[src/fb_pkg.sv]
package fb_pkg;

    typedef logic [3:0] color_t;       // palette index
    typedef logic [2:0] brush_size_t;  // size switch, radius = 2*size + 1
    typedef logic [7:0] byte_t;        // one byte of the save stream

    typedef struct packed {
        logic [7:0] red;
        logic [7:0] green;
        logic [7:0] blue;
    } rgb_t;                           // 24 bits, red in the top byte

    localparam rgb_t PALETTE_BLACK   = 24'h00_00_00;  // index 0
    localparam rgb_t PALETTE_WHITE   = 24'hff_ff_ff;  // index 1 and all unused indices
    localparam rgb_t PALETTE_RED     = 24'hff_00_00;  // index 2
    localparam rgb_t PALETTE_GREEN   = 24'h00_ff_00;  // index 3
    localparam rgb_t PALETTE_BLUE    = 24'h00_00_ff;  // index 4
    localparam rgb_t PALETTE_CYAN    = 24'h00_ff_ff;  // index 5
    localparam rgb_t PALETTE_MAGENTA = 24'hff_00_ff;  // index 6
    localparam rgb_t PALETTE_YELLOW  = 24'hff_ff_00;  // index 7
    localparam rgb_t PALETTE_GRAY    = 24'h80_80_80;  // index 8

endpackage

[src/palette_stage.sv]
`timescale 1ns/10ps

module palette_stage import fb_pkg::*; (
    input  logic   clk_25mhz,
    input  logic   reset_SD_card,
    input  color_t disp_pixel,
    output rgb_t   rgb
);

    rgb_t rgb_next;

    always_comb begin
        case (disp_pixel)
            4'd0:    rgb_next = PALETTE_BLACK;
            4'd1:    rgb_next = PALETTE_WHITE;
            4'd2:    rgb_next = PALETTE_RED;
            4'd3:    rgb_next = PALETTE_GREEN;
            4'd4:    rgb_next = PALETTE_BLUE;
            4'd5:    rgb_next = PALETTE_CYAN;
            4'd6:    rgb_next = PALETTE_MAGENTA;
            4'd7:    rgb_next = PALETTE_YELLOW;
            4'd8:    rgb_next = PALETTE_GRAY;
            default: rgb_next = PALETTE_WHITE;  // unused indices show white
        endcase
    end

    always_ff @(posedge clk_25mhz) begin
        if (reset_SD_card) begin
            rgb <= PALETTE_BLACK;  // screen black out of reset
        end else begin
            rgb <= rgb_next;
        end
    end

endmodule

[config.mk]
export PLATFORM = sky130hd
export DESIGN_NAME = palette_stage
export DESIGN_NICKNAME = d
export VERILOG_FILES = /design/src/fb_pkg.sv /design/src/palette_stage.sv
export SDC_FILE = /design/constraint.sdc
export NUM_CORES = 1
export LEC_CHECK = 0
export BUFFER_PORTS_ARGS = -buffer_cell sky130_fd_sc_hd__buf_2
export CAP_MARGIN = 10
export CORE_AREA = 2 2 39 41
export CTS_BUF_LIST = sky130_fd_sc_hd__clkbuf_2
export DETAILED_ROUTE_END_ITERATION = 10
export DIE_AREA = 0 0 41 43
export GPL_TIMING_DRIVEN = 0
export HOLD_SLACK_MARGIN = 0.12
export PLACE_DENSITY = 0.67
export SETUP_SLACK_MARGIN = 0.3
export SLEW_MARGIN = 10
export SYNTH_ARGS = -nofsm -noshare
export SYNTH_HDL_FRONTEND = slang
export SYNTH_SLANG_ARGS = --single-unit
[constraint.sdc]
create_clock -name clk_25mhz -period 2.5 [get_ports clk_25mhz]
set_input_delay 0.5 -clock clk_25mhz [delete_from_list [all_inputs] [get_ports clk_25mhz]]
set_output_delay 0.5 -clock clk_25mhz [all_outputs]
set_load 0.05 [all_outputs]
# After elaboration in Yosys (flattened, before gate mapping)
# Memory sizes are Yosys's and may differ from the RTL's. A register that Yosys moved wholly into a read port is not among the register bits.
# Index checks and enable logic that the tools add are counted.
dict set report word_totals {
  register_bits 0
  mem_bits_ro 384
  inputBits 6
  mem_count 1
}
# name depth word_bits rd rd_clocked_by_memory_dff write_ports line
set mem_list {}
lappend mem_list {{(name not given)} 16 24 1 1 0 palette_stage.sv:13} ;# case (disp_pixel)

# Logic depth before layout (Yosys ltp)
dict set report logic_depth {
  ltp_word 0
  depth_mapped 4
  mapped_depth_nobuf 4
}

# Worst setup path before layout
# No wires, ideal clock.
dict set report synth_timing {
  kind {reg2out}
  start {register, netlist name rgb[14]}
  end {output port rgb[10] in the netlist's numbering}
  t_arrival_ns 0.993
  path_slack_ns 1.007
  path_stages_with_launch 2
  n_path_buf 1
  path_cell_list {dfxtp_1 -> buf_4}
}
# element line
set synth_rtl {}
lappend synth_rtl {{end, declared} palette_stage.sv:7} ;# output rgb_t rgb

==> parameters.txt <==
Parameter                              Value

Clock network
  Clock slew at the register clock pins of the worst setup and hold paths    0.05 ns
  Clk sinks    6
  Clock buffer count from CTS    3
  Cell at the root of the clock tree    sky130_fd_sc_hd__clkbuf_2
  CTS tree    yes
  Resized cells post-CTS    0
  Number of buffers inserted to repair setup after CTS    0
  Number of buffers on the longest clock path    2
  Number of hold-repair buffers added at the cts stage    0
  CTS H-tree depth    1

Routing
  Drt initial violations    5
  Vias post-DR    327
  Total DRC errors in the routed layout    0
  Number of detailed-route iterations in the first pass    4
  Total detailed-routing wirelength    652 um
  Wire length per cell after detailed routing    7.49 um
  Post-DR vias/cell    3.76
  Routed Antenna Nets    0

Worst setup path
  Arrival @ worst endpoint    1.03 ns
  Worst setup SP type    flop
  Largest fanout on the critical path    7
  CP required    2.00 ns
  Critical Path Max Stage Delay    0.42 ns
  Startpoint-to-endpoint class of the critical path    flop to output pin
  Dominant delay contributor by cell family on the critical path    flip-flops
  Critical path endpoint category    output pin
  Crit path buf inv count    2
  Max stage delay cell, worst path    sky130_fd_sc_hd__dfxtp_1
  Critical path, cell by cell    buf_4 > buf_2

Floorplan
  Full die area    1760 um2
  IO Pins    30
  Area inside the core boundary    1380 um2
  Vertical die dimension    43 um
  X dimension of the die    41 um
  Initial Util    0.259
  Standard-cell row count    14

Layout
  Final core occ    0.390
  Reg with most FFs    rgb
  Nets@finish    80
  Leading cell types in the layout, fill and taps excluded    sky130_fd_sc_hd__buf_2 (29), sky130_fd_sc_hd__buf_4 (18), sky130_fd_sc_hd__dfxtp_1 (6)
  Area used by multi-input combinational logic    92.6 um2
  Largest registers ranked by flip-flop count    rgb: 6 flops
  Leading cell type in the layout, fill and taps excluded    sky130_fd_sc_hd__buf_2
  Number of antenna repair diodes    0
  Reg area    120 um2
  Synthesis-to-layout area growth    50.2%
  Proportion of layout cells with a drive suffix above 1    0.732
  Flip-flop count of the largest register after layout    6
  Fillers    146
  Fin area    539 um2

STA
  Setup tns final    0 ns
  Min cycle time layout    1.53 ns
  Hold violation total from the final report    0
  Max Clock Freq    654 MHz
  Final cycle utilization of the critical path    0.612
  Fin. max-slew vios    0
  Setup Viol. Count Final    0
  Unrepaired setup endpoints after global routing    false
  Slew Limit Headroom    0.832
  Slew at the pin with the worst max-slew slack    0.253 ns

Global routing
  Total Routing Usage GR    0.0864
  Global route total overflow    0
  Number of antenna violations at the first check in global routing    0
  Via count of the first global-routing pass    265
  First-pass GRT wire length    966 um
  Maximum number of pins on one net before global-route repair    8

Worst hold path
  Min-Delay Path Class    input pin to flop

Logic synthesis
  Yosys warning total    0
  Largest area contributor in the netlist    sky130_fd_sc_hd__buf_4
  FF+latch count, synth    6
  Per-instance average area after synthesis    9.21 um2
  Post-synthesis cell count    39
  Top cells by area in the synthesized netlist    sky130_fd_sc_hd__buf_4 (38%), sky130_fd_sc_hd__dfxtp_1 (33%), sky130_fd_sc_hd__a311oi_2 (4.2%)
  Sequential fraction of the synthesis area    0.334
  Net count after synthesis    46
  Post-synthesis cell type count    14
  Post-synth design cell area    359 um2
  Top cell type's share of synthesized area    0.376

Job
  Count of maximum capacitance violations    0

Placed design
  GP Congestion    0.664
  DP Area    524 um2
  Post-detail-place hpwl    565 um
  Count of port buffers added during placement    29

Power and ir drop
  Static leakage power    0.333 nW
  Power Dens Cells    667 nW/um2
  Final Power    0.000360 W
  Worst vdd rail ir drop    0.000200 V

Outcome
  Status    completed
layer usage:
| metal | routed length, um | track usage | part of all wire | vias to the layer above |
|---|---|---|---|---|
| li1 | - | - | - | 173 |
| met1 | 209 | 0.0613 | 0.32 | 135 |
| met2 | 381 | 0.144 | 0.58 | 17 |
| met3 | 57 | 0.0314 | 0.087 | 2 |
| met4 | 4 | 0.100 | 0.0061 | 0 |
| met5 | 0 | 0 | 0 | - |
cell type report:
| class | count | area share |
|---|---|---|
| plain buffers | 18 | 0.251 |
| multi-input cells | 12 | 0.172 |
| inverters | 3 | 0.0209 |
| well taps | 16 | 0.0371 |
| clock buffers | 3 | 0.0278 |
| repair buffers | 29 | 0.269 |
| flip-flops and latches | 6 | 0.223 |
through the flow:
step           std cells  hold WS [ns]  setup WS (ns)
2_1_floorplan         39         0.569           1.01
3_3_place_gp          84         0.748           1.18
3_5_place_dp          84         0.748           1.16
4_1_cts               87         0.509          0.946
5_1_grt               87         0.512          0.884
6_report              87         0.510          0.971
path summary, 6_finish.rpt:
| check | startpoint | to | slack (ns) | depth (start not counted) |
|---|---|---|---|---|
| worst min-delay path | reset_SD_card | rgb[7] | 0.51 | 2 |
| worst max-delay path | rgb[17] | rgb[18] | 0.97 | 2 |
where the power goes:
group	switching, W	internal (W)	total (W)
clock network	0.0000343	0.0000324	0.0000667
registers	0.00000643	0.000103	0.000110
logic	0.000129	0.0000538	0.000183
total	0.000170	0.000189	0.000360
cell usage after synthesis:
cell                       number
sky130_fd_sc_hd__and3b_2        1
sky130_fd_sc_hd__buf_4         18
sky130_fd_sc_hd__mux2i_1        1
sky130_fd_sc_hd__a211oi_1       1
sky130_fd_sc_hd__or2b_1         1
sky130_fd_sc_hd__a21oi_1        1
sky130_fd_sc_hd__a311oi_2       1
sky130_fd_sc_hd__nand2b_1       1
sky130_fd_sc_hd__dfxtp_1        6
sky130_fd_sc_hd__ha_1           1
sky130_fd_sc_hd__nor2_1         2
sky130_fd_sc_hd__a31oi_1        1
sky130_fd_sc_hd__nor3_1         1
sky130_fd_sc_hd__inv_1          3
logic make-up after synthesis:
group | count (synthesis) | share of synthesized area
and+or+nand+nor | 6 | 0.101
muxes | 1 | 0.0279
AOI/OAI and AO/OA | 4 | 0.0941
DFF | 6 | 0.335
adders and majority gates | 1 | 0.0348
buffers and inverters | 21 | 0.408
(Power assumes the default switching activity.)
