==> src/fb_pkg.sv <==
package fb_pkg;

    typedef logic [3:0] color_t;       // palette index
    typedef logic [2:0] brush_size_t;  // size switch, radius = 2*size + 1
    typedef logic [7:0] byte_t;        // one byte of the save stream

    typedef struct packed {
        logic [7:0] red;
        logic [7:0] green;
        logic [7:0] blue;
    } rgb_t;                           // 24 bits, red in the top byte

    localparam rgb_t PALETTE_BLACK   = 24'h00_00_00;  // index 0
    localparam rgb_t PALETTE_WHITE   = 24'hff_ff_ff;  // index 1 and all unused indices
    localparam rgb_t PALETTE_RED     = 24'hff_00_00;  // index 2
    localparam rgb_t PALETTE_GREEN   = 24'h00_ff_00;  // index 3
    localparam rgb_t PALETTE_BLUE    = 24'h00_00_ff;  // index 4
    localparam rgb_t PALETTE_CYAN    = 24'h00_ff_ff;  // index 5
    localparam rgb_t PALETTE_MAGENTA = 24'hff_00_ff;  // index 6
    localparam rgb_t PALETTE_YELLOW  = 24'hff_ff_00;  // index 7
    localparam rgb_t PALETTE_GRAY    = 24'h80_80_80;  // index 8

endpackage

==> src/image_saver.sv <==
`timescale 1ns/10ps

module image_saver import fb_pkg::*; #(
    parameter int H_ACTIVE = 640,
    parameter int V_ACTIVE = 360,
    localparam int FRAME  = H_ACTIVE * V_ACTIVE,
    localparam int ADDR_W = $clog2(FRAME)
) (
    input  logic              clk_25mhz,
    input  logic              reset_SD_card,
    input  logic              draw,
    output logic              save_active,
    output logic [ADDR_W-1:0] save_addr,
    input  color_t            save_pixel,
    output logic              save_req,
    input  logic              save_ack,
    output byte_t             save_data,
    output logic              save_busy
);

    localparam logic [ADDR_W-1:0] LAST_ADDR = ADDR_W'(FRAME - 1);

    typedef enum logic [1:0] {
        IDLE,       // waiting for draw to fall
        READ_WAIT,  // memory read in flight
        REQUEST,    // raise req, then wait for ack
        ACK_LOW     // wait for the agent to drop ack
    } state_t;

    state_t state;
    logic   draw_d;  // last draw, for the falling edge

    always_ff @(posedge clk_25mhz) begin
        if (reset_SD_card) begin
            state       <= IDLE;
            draw_d      <= 1'b0;
            save_addr   <= '0;
            save_active <= 1'b0;
            save_req    <= 1'b0;
            save_busy   <= 1'b0;
        end else begin
            draw_d <= draw;
            case (state)
                IDLE: begin
                    if (draw_d && !draw) begin  // drawing just ended
                        save_addr   <= '0;
                        save_active <= 1'b1;    // freeze the frame, take port A
                        save_busy   <= 1'b1;
                        state       <= READ_WAIT;
                    end
                end
                READ_WAIT: begin
                    state <= REQUEST;  // data for save_addr lands this edge
                end
                REQUEST: begin
                    if (!save_req) begin
                        save_data <= {4'h0, save_pixel};  // upper nibble zero
                        save_req  <= 1'b1;
                    end else if (save_ack) begin
                        save_req <= 1'b0;                 // data may change after this
                        state    <= ACK_LOW;
                    end
                end
                ACK_LOW: begin
                    if (!save_ack) begin  // four-phase done for this byte
                        if (save_addr == LAST_ADDR) begin
                            save_active <= 1'b0;
                            save_busy   <= 1'b0;
                            state       <= IDLE;
                        end else begin
                            save_addr <= save_addr + ADDR_W'(1);
                            state     <= READ_WAIT;
                        end
                    end
                end
                default: state <= IDLE;
            endcase
        end
    end

endmodule

==> config.mk <==
export PLATFORM = sky130hd
export DESIGN_NAME = image_saver
export DESIGN_NICKNAME = d
export VERILOG_FILES = /design/src/fb_pkg.sv /design/src/image_saver.sv
export SDC_FILE = /design/constraint.sdc
export NUM_CORES = 1
export LEC_CHECK = 0
export BUFFER_PORTS_ARGS = -buffer_cell sky130_fd_sc_hd__buf_4
export CORE_ASPECT_RATIO = 0.5
export CORE_MARGIN = 1.5
export CORE_UTILIZATION = 35
export DETAILED_ROUTE_END_ITERATION = 10
export MAX_ROUTING_LAYER = met4
export SYNTH_ARGS = -nofsm -noshare
export SYNTH_HDL_FRONTEND = slang
export SYNTH_SLANG_ARGS = --single-unit
==> constraint.sdc <==
create_clock -name clk_25mhz -period 2.29 [get_ports clk_25mhz]
set_clock_uncertainty 0.1 [all_clocks]
set_input_delay 0.458 -clock clk_25mhz [delete_from_list [all_inputs] [get_ports clk_25mhz]]
set_output_delay 0.458 -clock clk_25mhz [all_outputs]
set_load 0.005 [all_outputs]
Yosys cells after proc, flatten, opt, wreduce, memory -nomap -nowiden
Index checks and enable logic that the tools add are counted.
Widths: inputs -> output; s select.
{ "totals": {"ff_bits": 27, "output_inout_bits": 29} }
{ "op_classes": {"n_reduce_logical": 8, "muxes": 16, "n_bitwise": 2, "n_eq_ne": 10, "n_addsub": 1} }
{ "op_table": {"columns": ["operator", "n"], "rows": [
  ["$mux 18", 3],
  ["$pmux 18 s2", 1],
  ["$add 18x1->18 const B", 1],
  ["$eq 18x18->1 const B", 1],
  ["$ne 2x2->1 const B", 6],
  ["$reduce_and 4->1", 3],
  ["$mux 2", 4],
  ["$pmux 2 s4", 1],
  ["$mux 1", 6],
  ["$eq 2x2->1 const B", 2],
  ["$reduce_and 3->1", 1],
  ["$eq 2x1->1 const B", 1],
  ["$logic_not 2->1", 1],
  ["$not 1->1", 2],
  ["$pmux 1 s2", 1],
  ["$reduce_bool 2->1", 1],
  ["$logic_and 1x1->1", 1],
  ["$logic_not 1->1", 1]
]} }

Depth between registers and ports, before layout
{ "logic_depth": {"word_depth": 4, "ltp_mapped": 8, "mapped_depth_nobuf": 7} }

Worst setup path before layout
Ideal clock, no wire load.
{ "synth_timing": {"kind": "reg-to-reg", "start": "register state[0]", "end": "register save_addr[15]", "t_arrival_ns": 1.618, "path_slack_ns": 0.455, "setup_time_ns": 0.117, "n_path_buf": 1, "synth_period_minus_slack_ns": 1.835, "required_ns": 2.073, "path_stages_with_launch": 8, "path_cell_list": "dfxtp_1 > ha_1 > and2_4 > a211o_1 > buf_4 > nor4_2 > xnor2_1 > nor2_1"} }
{ "synth_via": {"elab_chain_len": 3, "word_cells_on_any_way": 8} }
{ "synth_lines": {"columns": ["item", "line_no", "text"], "rows": [
  ["from (decl)", "image_saver.sv:30", "state_t state;"],
  ["from (signal assigned)", "image_saver.sv:35", "state <= IDLE;"],
  ["from (signal assigned)", "image_saver.sv:49", "state <= READ_WAIT;"],
  ["from (signal assigned)", "image_saver.sv:53", "state <= REQUEST;"],
  ["$eq 2x2->1 or $logic_not 2->1 (tied branches)", "image_saver.sv:43", "case (state)"],
  ["$ne 2x2->1 (no source line) or $reduce_bool 2->1 (tied branches)", null, null],
  ["$reduce_and 4->1 (no source line)", null, null],
  ["to (signal assigned)", "image_saver.sv:71", "save_addr <= save_addr + ADDR_W'(1);"],
  ["to (decl)", "image_saver.sv:13", "output logic [ADDR_W-1:0] save_addr,"]
]} }
Several ways; a longest one is shown, not always the timed one.
A chain may end at the register's enable or synchronous reset.

Final worst setup path
{ "layout_timing": {"start": "register state[0]", "end": "register save_addr[5]"} }
The elaborated chain is that of the path after synthesis.

==> reports/metrics.csv <==
metric;value;unit
synth_edf_count;4;
finalHoldViolCount;0;
rows;16;
ys_async_sr_fraction;0;%
cpMaxStageDelayCell;a211o_1;
setup-tns-final;0;ns
final_nets;210;
cts.htree.levels;1;
relSlewSlack;59.6;%
fmax;499;MHz
yosysWarnings;0;
dieArea;0.00462;mm²
mostFrequentLayoutCells;buf_4, dfxtp_1, nor2_1, a21oi_1, nand3_1;
seq_area_frac_synth;39.5;%
cpPeakStageDelay;0.41;ns
grt_pass1_wl;5.20;mm
grt_pass1_vias;1104;
cts_sinks;27;
avgSynthCellArea;8.90;µm²
min_period;2.00;ns
final_area;0.00179;mm²
antenna_left;0;
status;finished clean;
cp.required;2.39;ns
arrival;2.10;ns
wire_per_inst;12.5;µm
final_cells;250;
worstHoldStart;save_pixel[0];
area_delta_synth_final;21.7;%
cp_max_fo;10;
layout_commonest_cell;buf_4;
end_kind;flop;
remaining_drc_errors;0;
cap_violations;0;
holdBufCountCts;0;
setup_violations;0;
drt_iter0_drc;66;
hold_class;input pin to flop;
dp_hpwl;2.38;mm
synthCells;165;
gp_congestion;0.820;
r2r_start;state[0]$_SDFFE_PP0P_;
overflow;0;
ios;37;
start_util;37.1;%
vdd_drop_max;326;µV
cts_setup_buffers;0;
rsz0062_at_grt;no;
clkSlewWorstSetupHoldPaths;0.09;ns
drive_gt1_share;25.0;%
power_density;643;mW/mm²
ys.flop_type;dfxtp_1;
crit_start;state[0]$_SDFFE_PP0P_;
crit_path_start_kind;flop;
place_area;0.00174;mm²
antenna_found_initial;0;
track_usage;14.7;%
synth_area;0.00147;mm²
place_inst;246;
cp_num_buf_inv;1;
die-height;48.8;µm
slew_viol_final;0;
crit_family;compound AO/OA/AOI/OAI gates;
diodes;0;
avgViaCountPerCell;5.12;
cts_buffers;3;
clockRootBuffer;clkbuf_8;
cts_buffer_depth;2;
ys_ff_latch;27;
path_cells;inv_1 -> ha_1 -> nor2_1 -> a211o_1 -> a21oi_4 -> a41oi_1 -> a211oi_1;
wl;3.14;mm
drt-pass1-iter-count;4;
power;1.15;mW
die_w;94.6;µm
fp.coreArea;0.00396;mm²
grt_max_degree;15;
p_leak;0.670;nW
clock_latency;0.27;ns
port_buffers;32;
tightest_slew;0.604;ns
dr_total_vias;1281;
synthDistinctLibCells;46;
crit_type;flop to flop;
post-route-period-util;87.5;%
cts_resized;0;
cts_tree;done;
==> where the power goes <==
part	internal, mW	leakage [nW]	switching (mW)	total (mW)
logic	0.141	0.425	0.204	0.345
clock network	0.125	0.0228	0.153	0.278
registers	0.507	0.222	0.0188	0.526
total	0.773	0.670	0.376	1.15
==> metal layers <==
| metal | GRT usage, % | part of all wire [%] | vias to the layer above |
|---|---|---|---|
| met5 | - | 0 | - |
| met4 | 3.98 | 1.0 | 0 |
| met3 | 3.74 | 4.9 | 5 |
| met2 | 22.3 | 46 | 27 |
| met1 | 19.5 | 48 | 600 |
| li1 | - | - | 649 |
==> synth_stat cells (2+ instances only) <==
cell	count	area, µm²
xnor2_1	5	43.8
a31oi_1	2	12.5
ha_1	5	62.6
nand2b_1	3	18.8
buf_2	2	10.0
inv_1	5	18.8
buf_4	6	45.0
mux2i_1	3	30.0
nor3b_1	3	22.5
nor2_1	20	75.1
xor2_1	2	17.5
clkbuf_1	2	7.51
nand2_1	8	30.0
nor2b_1	2	12.5
nor4_2	3	37.5
nand3_1	10	50.1
a211oi_1	3	22.5
and2_4	2	17.5
nor3_1	6	30.0
nor4_1	2	12.5
nand4_1	3	18.8
and4_1	3	26.3
o21ai_0	2	10.0
or2_2	2	12.5
edfxtp_1	4	120
o21ai_1	3	15.0
dfxtp_1	23	460
a21oi_1	13	65.1
==> area by class of cell <==
type	instances	area [µm²]
fillers	410	2180
repair buffers	35	263
multi-input cells	125	813
inverters	5	18.8
flip-flops and latches	27	581
well taps	54	67.6
clock buffers	4	45.0
==> worst paths after layout <==
check                               to  slack (ns)  cells after the start
max          save_addr[5]$_SDFFE_PP0P_        0.29                      7
min             save_data[0]$_DFFE_PP_        0.25                      1
max reg2reg  save_addr[5]$_SDFFE_PP0P_        0.29                      7
min reg2reg  save_addr[1]$_SDFFE_PP0P_        0.41                      2
==> through the flow <==
stage | hold WS [ns] | setup slack (ns) | util, %
2_1_floorplan | 0.375 | 0.455 | -
3_3_place_gp | 0.387 | 0.253 | 44.0
3_5_place_dp | 0.393 | 0.239 | 44.0
4_1_cts | 0.246 | 0.284 | 45.1
5_1_grt | 0.234 | 0.0275 | 45.1
6_report | 0.250 | 0.286 | 45.1
==> kinds of logic after synthesis <==
family / Yosys count / synth area share [%]
adders and majority gates: 5 / 4.26
other: 1 / 0.255
muxes: 3 / 2.04
xor gates and xnor gates: 7 / 4.17
DFF: 27 / 39.5
and+or+nand+nor: 74 / 29.4
buffers and inverters: 16 / 5.88
AOI/OAI and AO/OA: 32 / 14.5
==> flip-flops by register name, indices dropped and copies added (netlist names) <==
name / count
save_data: 4
save_busy: 1
draw_d: 1
save_req: 1
state: 2
save_addr: 18
Power figures use the tool's default switching activity.
