[config.mk]
export PLATFORM = sky130hd
export DESIGN_NAME = brush_stage_flat
export DESIGN_NICKNAME = d
export VERILOG_FILES = /design/src/fb_pkg.sv /design/src/pixel_if.sv /design/src/brush_stage.sv /design/src/flat_wrapper.sv
export SDC_FILE = /design/constraint.sdc
export NUM_CORES = 1
export LEC_CHECK = 0
export ABC_AREA = 1
export BUFFER_PORTS_ARGS = -buffer_cell sky130_fd_sc_hd__buf_2
export CAP_MARGIN = 10
export CORE_MARGIN = 3
export CORE_UTILIZATION = 35
export CTS_BUF_LIST = sky130_fd_sc_hd__clkbuf_4
export CTS_CLUSTER_DIAMETER = 50
export DETAILED_ROUTE_END_ITERATION = 6
export GPL_ROUTABILITY_DRIVEN = 0
export HOLD_SLACK_MARGIN = 0.08
export MAX_ROUTING_LAYER = met4
export PLACE_DENSITY = 0.58
export SETUP_SLACK_MARGIN = 0.3
export SLEW_MARGIN = 20
export SYNTH_ARGS = -nofsm -noshare
export SYNTH_HDL_FRONTEND = slang
export SYNTH_SLANG_ARGS = --single-unit
[constraint.sdc]
create_clock -name clk_25mhz -period 11.1 [get_ports clk_25mhz]
set_clock_uncertainty 0.2 [all_clocks]
set_input_delay 2.22 -clock clk_25mhz [delete_from_list [all_inputs] [get_ports clk_25mhz]]
set_output_delay 2.22 -clock clk_25mhz [all_outputs]
set_load 0.005 [all_outputs]
[src/fb_pkg.sv]
package fb_pkg;

    typedef logic [3:0] color_t;       // palette index
    typedef logic [2:0] brush_size_t;  // size switch, radius = 2*size + 1
    typedef logic [7:0] byte_t;        // one byte of the save stream

    typedef struct packed {
        logic [7:0] red;
        logic [7:0] green;
        logic [7:0] blue;
    } rgb_t;                           // 24 bits, red in the top byte

    localparam rgb_t PALETTE_BLACK   = 24'h00_00_00;  // index 0
    localparam rgb_t PALETTE_WHITE   = 24'hff_ff_ff;  // index 1 and all unused indices
    localparam rgb_t PALETTE_RED     = 24'hff_00_00;  // index 2
    localparam rgb_t PALETTE_GREEN   = 24'h00_ff_00;  // index 3
    localparam rgb_t PALETTE_BLUE    = 24'h00_00_ff;  // index 4
    localparam rgb_t PALETTE_CYAN    = 24'h00_ff_ff;  // index 5
    localparam rgb_t PALETTE_MAGENTA = 24'hff_00_ff;  // index 6
    localparam rgb_t PALETTE_YELLOW  = 24'hff_ff_00;  // index 7
    localparam rgb_t PALETTE_GRAY    = 24'h80_80_80;  // index 8

endpackage

[src/pixel_if.sv]
`timescale 1ns/10ps

interface pixel_if import fb_pkg::*; #(
    parameter int H_ACTIVE = 640,
    parameter int V_ACTIVE = 360
) ();

    localparam int ADDR_W = $clog2(H_ACTIVE * V_ACTIVE);  // one word per pixel

    logic [ADDR_W-1:0] addr;    // pixel under the scan, also the display read address
    color_t            color1;  // brush 1 color, port A
    logic              we1;     // brush 1 hit while drawing
    color_t            color2;  // brush 2 color, port B
    logic              we2;     // brush 2 hit while drawing

    modport stage (
        output addr,
        output color1,
        output we1,
        output color2,
        output we2
    );

    modport store (
        input addr,
        input color1,
        input we1,
        input color2,
        input we2
    );

endinterface

[src/brush_stage.sv]
`timescale 1ns/10ps

module brush_stage import fb_pkg::*; #(
    parameter int H_ACTIVE = 640,
    parameter int V_ACTIVE = 360,
    localparam int HW = $clog2(H_ACTIVE),
    localparam int VW = $clog2(V_ACTIVE)
) (
    input  logic          clk_25mhz,
    input  logic          reset_SD_card,
    input  logic [HW-1:0] hcount_in,
    input  logic [VW-1:0] vcount_in,
    input  logic [HW-1:0] x_in1,
    input  logic [VW-1:0] y_in1,
    input  logic [HW-1:0] x_in2,
    input  logic [VW-1:0] y_in2,
    input  color_t        color_in1,
    input  color_t        color_in2,
    input  brush_size_t   sw_in1,
    input  brush_size_t   sw_in2,
    input  logic          draw,
    pixel_if.stage        pix
);

    localparam int ADDR_W = $clog2(H_ACTIVE * V_ACTIVE);
    localparam int DW     = ((HW > VW) ? HW : VW) + 1;  // one spare bit for the sign
    localparam int SW     = 2 * DW + 1;                 // squared terms and their sum

    logic signed [DW-1:0]   h_s, v_s;          // scan position, signed
    logic signed [DW-1:0]   dx1, dy1, dx2, dy2;
    logic signed [2*DW:0]   dist1, dist2;      // squared distance to each center
    logic        [3:0]      r1, r2;            // radius, always odd
    logic signed [2*DW:0]   r1_sq, r2_sq;
    logic                   hit1, hit2;
    logic [ADDR_W-1:0]      addr_next;

    assign h_s = $signed(DW'(hcount_in));  // zero extend before going signed
    assign v_s = $signed(DW'(vcount_in));

    assign dx1 = h_s - $signed(DW'(x_in1));
    assign dy1 = v_s - $signed(DW'(y_in1));
    assign dx2 = h_s - $signed(DW'(x_in2));
    assign dy2 = v_s - $signed(DW'(y_in2));

    assign dist1 = SW'(dx1) * SW'(dx1) + SW'(dy1) * SW'(dy1);  // sign extended first
    assign dist2 = SW'(dx2) * SW'(dx2) + SW'(dy2) * SW'(dy2);

    assign r1    = {sw_in1, 1'b1};  // 2*size + 1
    assign r2    = {sw_in2, 1'b1};
    assign r1_sq = $signed(SW'(r1)) * $signed(SW'(r1));
    assign r2_sq = $signed(SW'(r2)) * $signed(SW'(r2));

    assign hit1 = (dist1 <= r1_sq);  // edge of the circle counts as inside
    assign hit2 = (dist2 <= r2_sq);

    assign addr_next = ADDR_W'(vcount_in) * ADDR_W'(H_ACTIVE) + ADDR_W'(hcount_in);  // raster order

    always_ff @(posedge clk_25mhz) begin
        if (reset_SD_card) begin
            pix.we1 <= 1'b0;  // no write pending after reset
            pix.we2 <= 1'b0;
        end else begin
            pix.we1 <= hit1 && draw;
            pix.we2 <= hit2 && draw;
        end
    end

    always_ff @(posedge clk_25mhz) begin
        pix.addr   <= addr_next;
        pix.color1 <= color_in1;
        pix.color2 <= color_in2;
    end

endmodule

[src/flat_wrapper.sv]
// flat-port wrapper written by rule: the top's interface ports become plain ports
module brush_stage_flat import fb_pkg::*;
#(
    parameter int H_ACTIVE = 640,
    parameter int V_ACTIVE = 360,
    localparam int HW = $clog2(H_ACTIVE),
    localparam int VW = $clog2(V_ACTIVE)
)
  (clk_25mhz, reset_SD_card, hcount_in, vcount_in, x_in1, y_in1, x_in2, y_in2, color_in1, color_in2, sw_in1, sw_in2, draw, pix_addr, pix_color1, pix_we1, pix_color2, pix_we2);
  pixel_if #(.H_ACTIVE(H_ACTIVE), .V_ACTIVE(V_ACTIVE)) pix_i ();
  input  logic clk_25mhz;
  input  logic reset_SD_card;
  input  logic [HW-1:0] hcount_in;
  input  logic [VW-1:0] vcount_in;
  input  logic [HW-1:0] x_in1;
  input  logic [VW-1:0] y_in1;
  input  logic [HW-1:0] x_in2;
  input  logic [VW-1:0] y_in2;
  input  color_t color_in1;
  input  color_t color_in2;
  input  brush_size_t sw_in1;
  input  brush_size_t sw_in2;
  input  logic draw;
  output wire logic [$bits(pix_i.addr)-1:0] pix_addr;
  output wire logic [$bits(pix_i.color1)-1:0] pix_color1;
  output wire logic [$bits(pix_i.we1)-1:0] pix_we1;
  output wire logic [$bits(pix_i.color2)-1:0] pix_color2;
  output wire logic [$bits(pix_i.we2)-1:0] pix_we2;
  assign pix_addr = pix_i.addr;
  assign pix_color1 = pix_i.color1;
  assign pix_we1 = pix_i.we1;
  assign pix_color2 = pix_i.color2;
  assign pix_we2 = pix_i.we2;
  brush_stage #(.H_ACTIVE(H_ACTIVE), .V_ACTIVE(V_ACTIVE)) u_core (.clk_25mhz(clk_25mhz), .reset_SD_card(reset_SD_card), .hcount_in(hcount_in), .vcount_in(vcount_in), .x_in1(x_in1), .y_in1(y_in1), .x_in2(x_in2), .y_in2(y_in2), .color_in1(color_in1), .color_in2(color_in2), .sw_in1(sw_in1), .sw_in2(sw_in2), .draw(draw), .pix(pix_i));
endmodule
After elaboration in Yosys (flattened, before gate mapping) --
Index checks and enable logic that the tools add are counted.
Word-level totals: register bits 28, output and inout bits 28, bits of input ports 74, word-level logic and storage cells 23
Operators by class: reductions and logical operators 2, order comparisons 2, multipliers 7, $add $sub $neg 7
Operator list (number):
- adder 23 bit | 2
- less-or-equal comparator 23 bit | 2
- multiplier 11 x 11 -> 22 bit | 2
- multiplier 10 x 10 -> 20 bit | 2
- subtractor 10 x 10 -> 11 bit | 2
- subtractor 9 x 9 -> 10 bit | 2
- adder 18 x 10 -> 18 bit | 1
- multiplier 4 x 4 -> 8 bit | 2
- multiplier 9 x 3 -> 11 bit (second input constant) | 1
- logical AND 1 bit | 2

Depth between registers and ports, before layout --
depth after elaboration 5, gate-level depth with buffers 51

Least setup slack after synthesis --
No wires, ideal clock.
kind input to register, from input vcount_in[0], to register u_core.pix.we2, path slack 1.464 ns, data required time 10.836 ns, stages 46, arrival time 9.372 ns, library setup time 0.064 ns, path through inv_1 -> ha_1 -> fa_1 -> nand3b_1 -> nand2_1 -> a21oi_1 -> o21ai_1 -> nand2_1 -> nand2_1 -> a21oi_4 -> xor2_4 -> nor2_1 -> inv_1 -> fa_1 -> fa_1 -> inv_1 -> fa_1 -> fa_1 -> [10 not listed] -> a21oi_1 -> o21ai_2 -> a21oi_1 -> xor2_1 -> ha_1 -> a21oi_1 -> o21ai_0 -> nor2_1 -> nand3_1 -> nand2_1 -> nand2_1 -> nor2_1 -> nand3_1 -> nor2_1 -> nand3_1 -> nand2_1 -> inv_1 -> nor2_1
Between the ends: cells in the longest elaborated chain, start to end 5
Ends and longest elaborated chain:
- from (decl) | line flat_wrapper.sv:14 | input logic [VW-1:0] vcount_in;
- subtractor 9 x 9 -> 10 bit | line brush_stage.sv:43 | assign dy2 = v_s - $signed(DW'(y_in2));
- multiplier 10 x 10 -> 20 bit | line brush_stage.sv:46 | assign dist2 = SW'(dx2) * SW'(dx2) + SW'(dy2) * SW'(dy2);
- adder 23 bit | line brush_stage.sv:46
- less-or-equal comparator 23 bit | line brush_stage.sv:54 | assign hit2 = (dist2 <= r2_sq);
- logical AND 1 bit | line brush_stage.sv:64 | pix.we2 <= hit2 && draw;
- to (signal assigned) | line brush_stage.sv:64
- to (decl) | line pixel_if.sv:21 | output we2
No other way between the ends. A chain may end at the register's enable or synchronous reset.

Final worst setup path --
from input vcount_in[0], to register u_core.pix.we1
Between the ends: cells in the longest elaborated chain, start to end 5
Ends and longest elaborated chain:
- subtractor 9 x 9 -> 10 bit | line brush_stage.sv:41 | assign dy1 = v_s - $signed(DW'(y_in1));
- multiplier 10 x 10 -> 20 bit | line brush_stage.sv:45 | assign dist1 = SW'(dx1) * SW'(dx1) + SW'(dy1) * SW'(dy1);
- adder 23 bit | line brush_stage.sv:45
- less-or-equal comparator 23 bit | line brush_stage.sv:53 | assign hit1 = (dist1 <= r1_sq);
- logical AND 1 bit | line brush_stage.sv:63 | pix.we1 <= hit1 && draw;
- to (signal assigned) | line brush_stage.sv:63
- to (decl) | line pixel_if.sv:19 | output we1,
No other way between the ends.

==> impl_metrics.json <==
{
  "status": "completed",
  "die_w_um": 254,
  "ant_nets": 0,
  "tightest_slew_ns": 0.759,
  "grt_pass1_vias": 17300,
  "io-pin-count": 102,
  "clk_pin_slew_ns": 0.29,
  "ys_top_cells_by_count": "inv_1, nand2_1, fa_1",
  "ys.warnings.count": 0,
  "clock.fmax_mhz": 101,
  "ys_seq_area_share_pct": 2.60,
  "synth_top_area_cell": "fa_1",
  "viasPerCell": 4.56,
  "netlist.area_leader.share_pct": 34.9,
  "synthCells": 2806,
  "area_growth_pct": 7.44,
  "cp-start-kind": "input port",
  "nFillCells": 6359,
  "endpoint_kind": "flop",
  "final_min_period_over_clock_period_pct": 89.6,
  "cts_setup_buffers": 0,
  "hold_class": "in2reg",
  "cts.repair.resized": 0,
  "slew_violations": 0,
  "clock_path_buffers": 2,
  "syn_avg_cell_area_um2": 7.70,
  "start_util_pct": 35.6,
  "fin_tns_setup_ns": 0,
  "synth_seq_cells": 28,
  "die_h_um": 254,
  "synth_nets": 3573,
  "synth.distinct_cells": 52,
  "die_area_mm2": 0.0647,
  "drtPass1Iterations": 5,
  "cp_top_family": "adder cells",
  "drt-initial-drc-count": 651,
  "gr-total-overflow": 0,
  "crit_type": "in2reg",
  "crit_path_top_delay_cell": "fa_1",
  "syn_area_mm2": 0.0216,
  "whs_endpoint": "u_core.pix.color2[3]$_DFF_P_",
  "synthArstFlopShare_pct": 0,
  "antenna_found_initial": 1,
  "rows": 90,
  "portBuffers": 101,
  "post_drt_wl_per_cell_um": 13.1,
  "final_layout_size_suffix_gt1_share_pct": 6.24,
  "timing_hold_violations_final": 0,
  "grt_max_degree": 17,
  "wl_um": 48500,
  "hpwl_um": 44200,
  "min_delay_path_depth": 1,
  "synth_ff_type": "dfxtp_1",
  "yosysMostFrequentCell": "inv_1",
  "cts_hold_buf": 0,
  "setup_violations": 0,
  "finalCriticalPeriod_ns": 9.95,
  "cp_slowest_stage_delay_ns": 0.52,
  "relSlewSlack_pct": 49.4,
  "crit_buf_inv": 6,
  "cts-htree-levels": 1,
  "cp.required_ns": 11.34,
  "startpoint": "vcount_in[0]",
  "hold_start": "color_in2[3]",
  "cts_root_buffer": "clkbuf_4",
  "rsz0062_at_grt": "no",
  "crit_fanout": 9,
  "grt_pass1_wl_um": 83100,
  "cts_made_buffers": 3,
  "track_usage_pct": 16.1,
  "drc": 0,
  "synth_edf_count": 0,
  "cts_sinks": 28,
  "path_common_cell": "nand2_1",
  "maxCapViolations": 0,
  "routed-via-count": 16800,
  "cts_tree": "done",
  "nets": 3683,
  "ys_top_cells_by_area": "fa_1, ha_1, inv_1",
  "core_mm2": 0.0607,
  "worstPathArrival_ns": 10.19
}
-- logic make-up (layout without fill, tap and decap cells) --
| group | Yosys count | in the layout | share of synthesized area (%) |
|---|---|---|---|
| other | 0 | 1 | 0 |
| AND/OR/NAND/NOR | 845 | 845 | 16.5 |
| adder cells (fa/ha/maj) | 693 | 693 | 53.2 |
| buffers and inverters | 842 | 951 | 14.7 |
| flip-flops | 28 | 28 | 2.60 |
| XOR/XNOR | 149 | 149 | 6.25 |
| AO/OA/AOI/OAI | 249 | 249 | 6.73 |
-- cells in the final DEF, fill, tap and decap left out, drive strengths merged, types with 57 or more instances in the layout --
master	count
a21oi	143
buf	118
fa	377
ha	316
inv	827
nand2	437
nand3	84
nor2	248
xnor2	57
xor2	92
-- flip-flops by register name, indices dropped and copies added, names as in the netlist --
register,cells
u_core.pix.addr,18
u_core.pix.color1,4
u_core.pix.color2,4
u_core.pix.we1,1
u_core.pix.we2,1
-- how the worst max path moves through the flow --
stage	end	slack, ns	depth (start not counted)
3_3_place_gp	u_core.pix.we1$_SDFF_PP0_	0.71	46
3_5_place_dp	u_core.pix.we2$_SDFF_PP0_	0.64	41
6_report	u_core.pix.we1$_SDFF_PP0_	1.15	45
4_1_cts	u_core.pix.we1$_SDFF_PP0_	1.18	46
5_1_grt	u_core.pix.we1$_SDFF_PP0_	0.30	45
2_1_floorplan	u_core.pix.we2$_SDFF_PP0_	1.46	46
-- layer usage --
| layer | up-vias | share of wire (%) | routed length [µm] | track usage (%) |
|---|---|---|---|---|
| met5 | - | 0 | 0 | - |
| met4 | 0 | 1.5 | 741 | 2.62 |
| met3 | 23 | 2.5 | 1210 | 0.357 |
| met2 | 201 | 49 | 23600 | 27.6 |
| met1 | 8024 | 47 | 22900 | 21.9 |
| li1 | 8601 | - | - | - |
-- per-stage QoR --
stage	util [%]	hold slack (ns)	std cells	area, µm²	setup slack [ns]
final	38.2	1.72	3698	23200	1.15
after global routing	38.2	1.69	3698	23200	0.302
after CTS	38.2	1.70	3697	23200	1.18
after detailed placement	38.1	2.12	3693	23200	0.636
after global placement	38.1	2.12	3693	23200	0.713
after floorplan	-	2.05	2806	21600	1.46
-- final cells by class --
type / instances / area, µm² / share of cell area (%)
Clock buffer: 3 / 22.5 / 0.0971
Antenna cell: 1 / 2.50 / 0.0108
Tap cell: 782 / 978 / 4.22
Multi-Input combinational cell: 1936 / 17900 / 77.0
Clock inverter: 1 / 30.0 / 0.129
Inverter: 829 / 3110 / 13.4
Timing Repair Buffer: 118 / 633 / 2.73
Sequential cell: 28 / 561 / 2.42
Power is left out: the tool's default activity adds up to more than one toggle a clock period on the data nets, which glitch-free logic cannot reach.
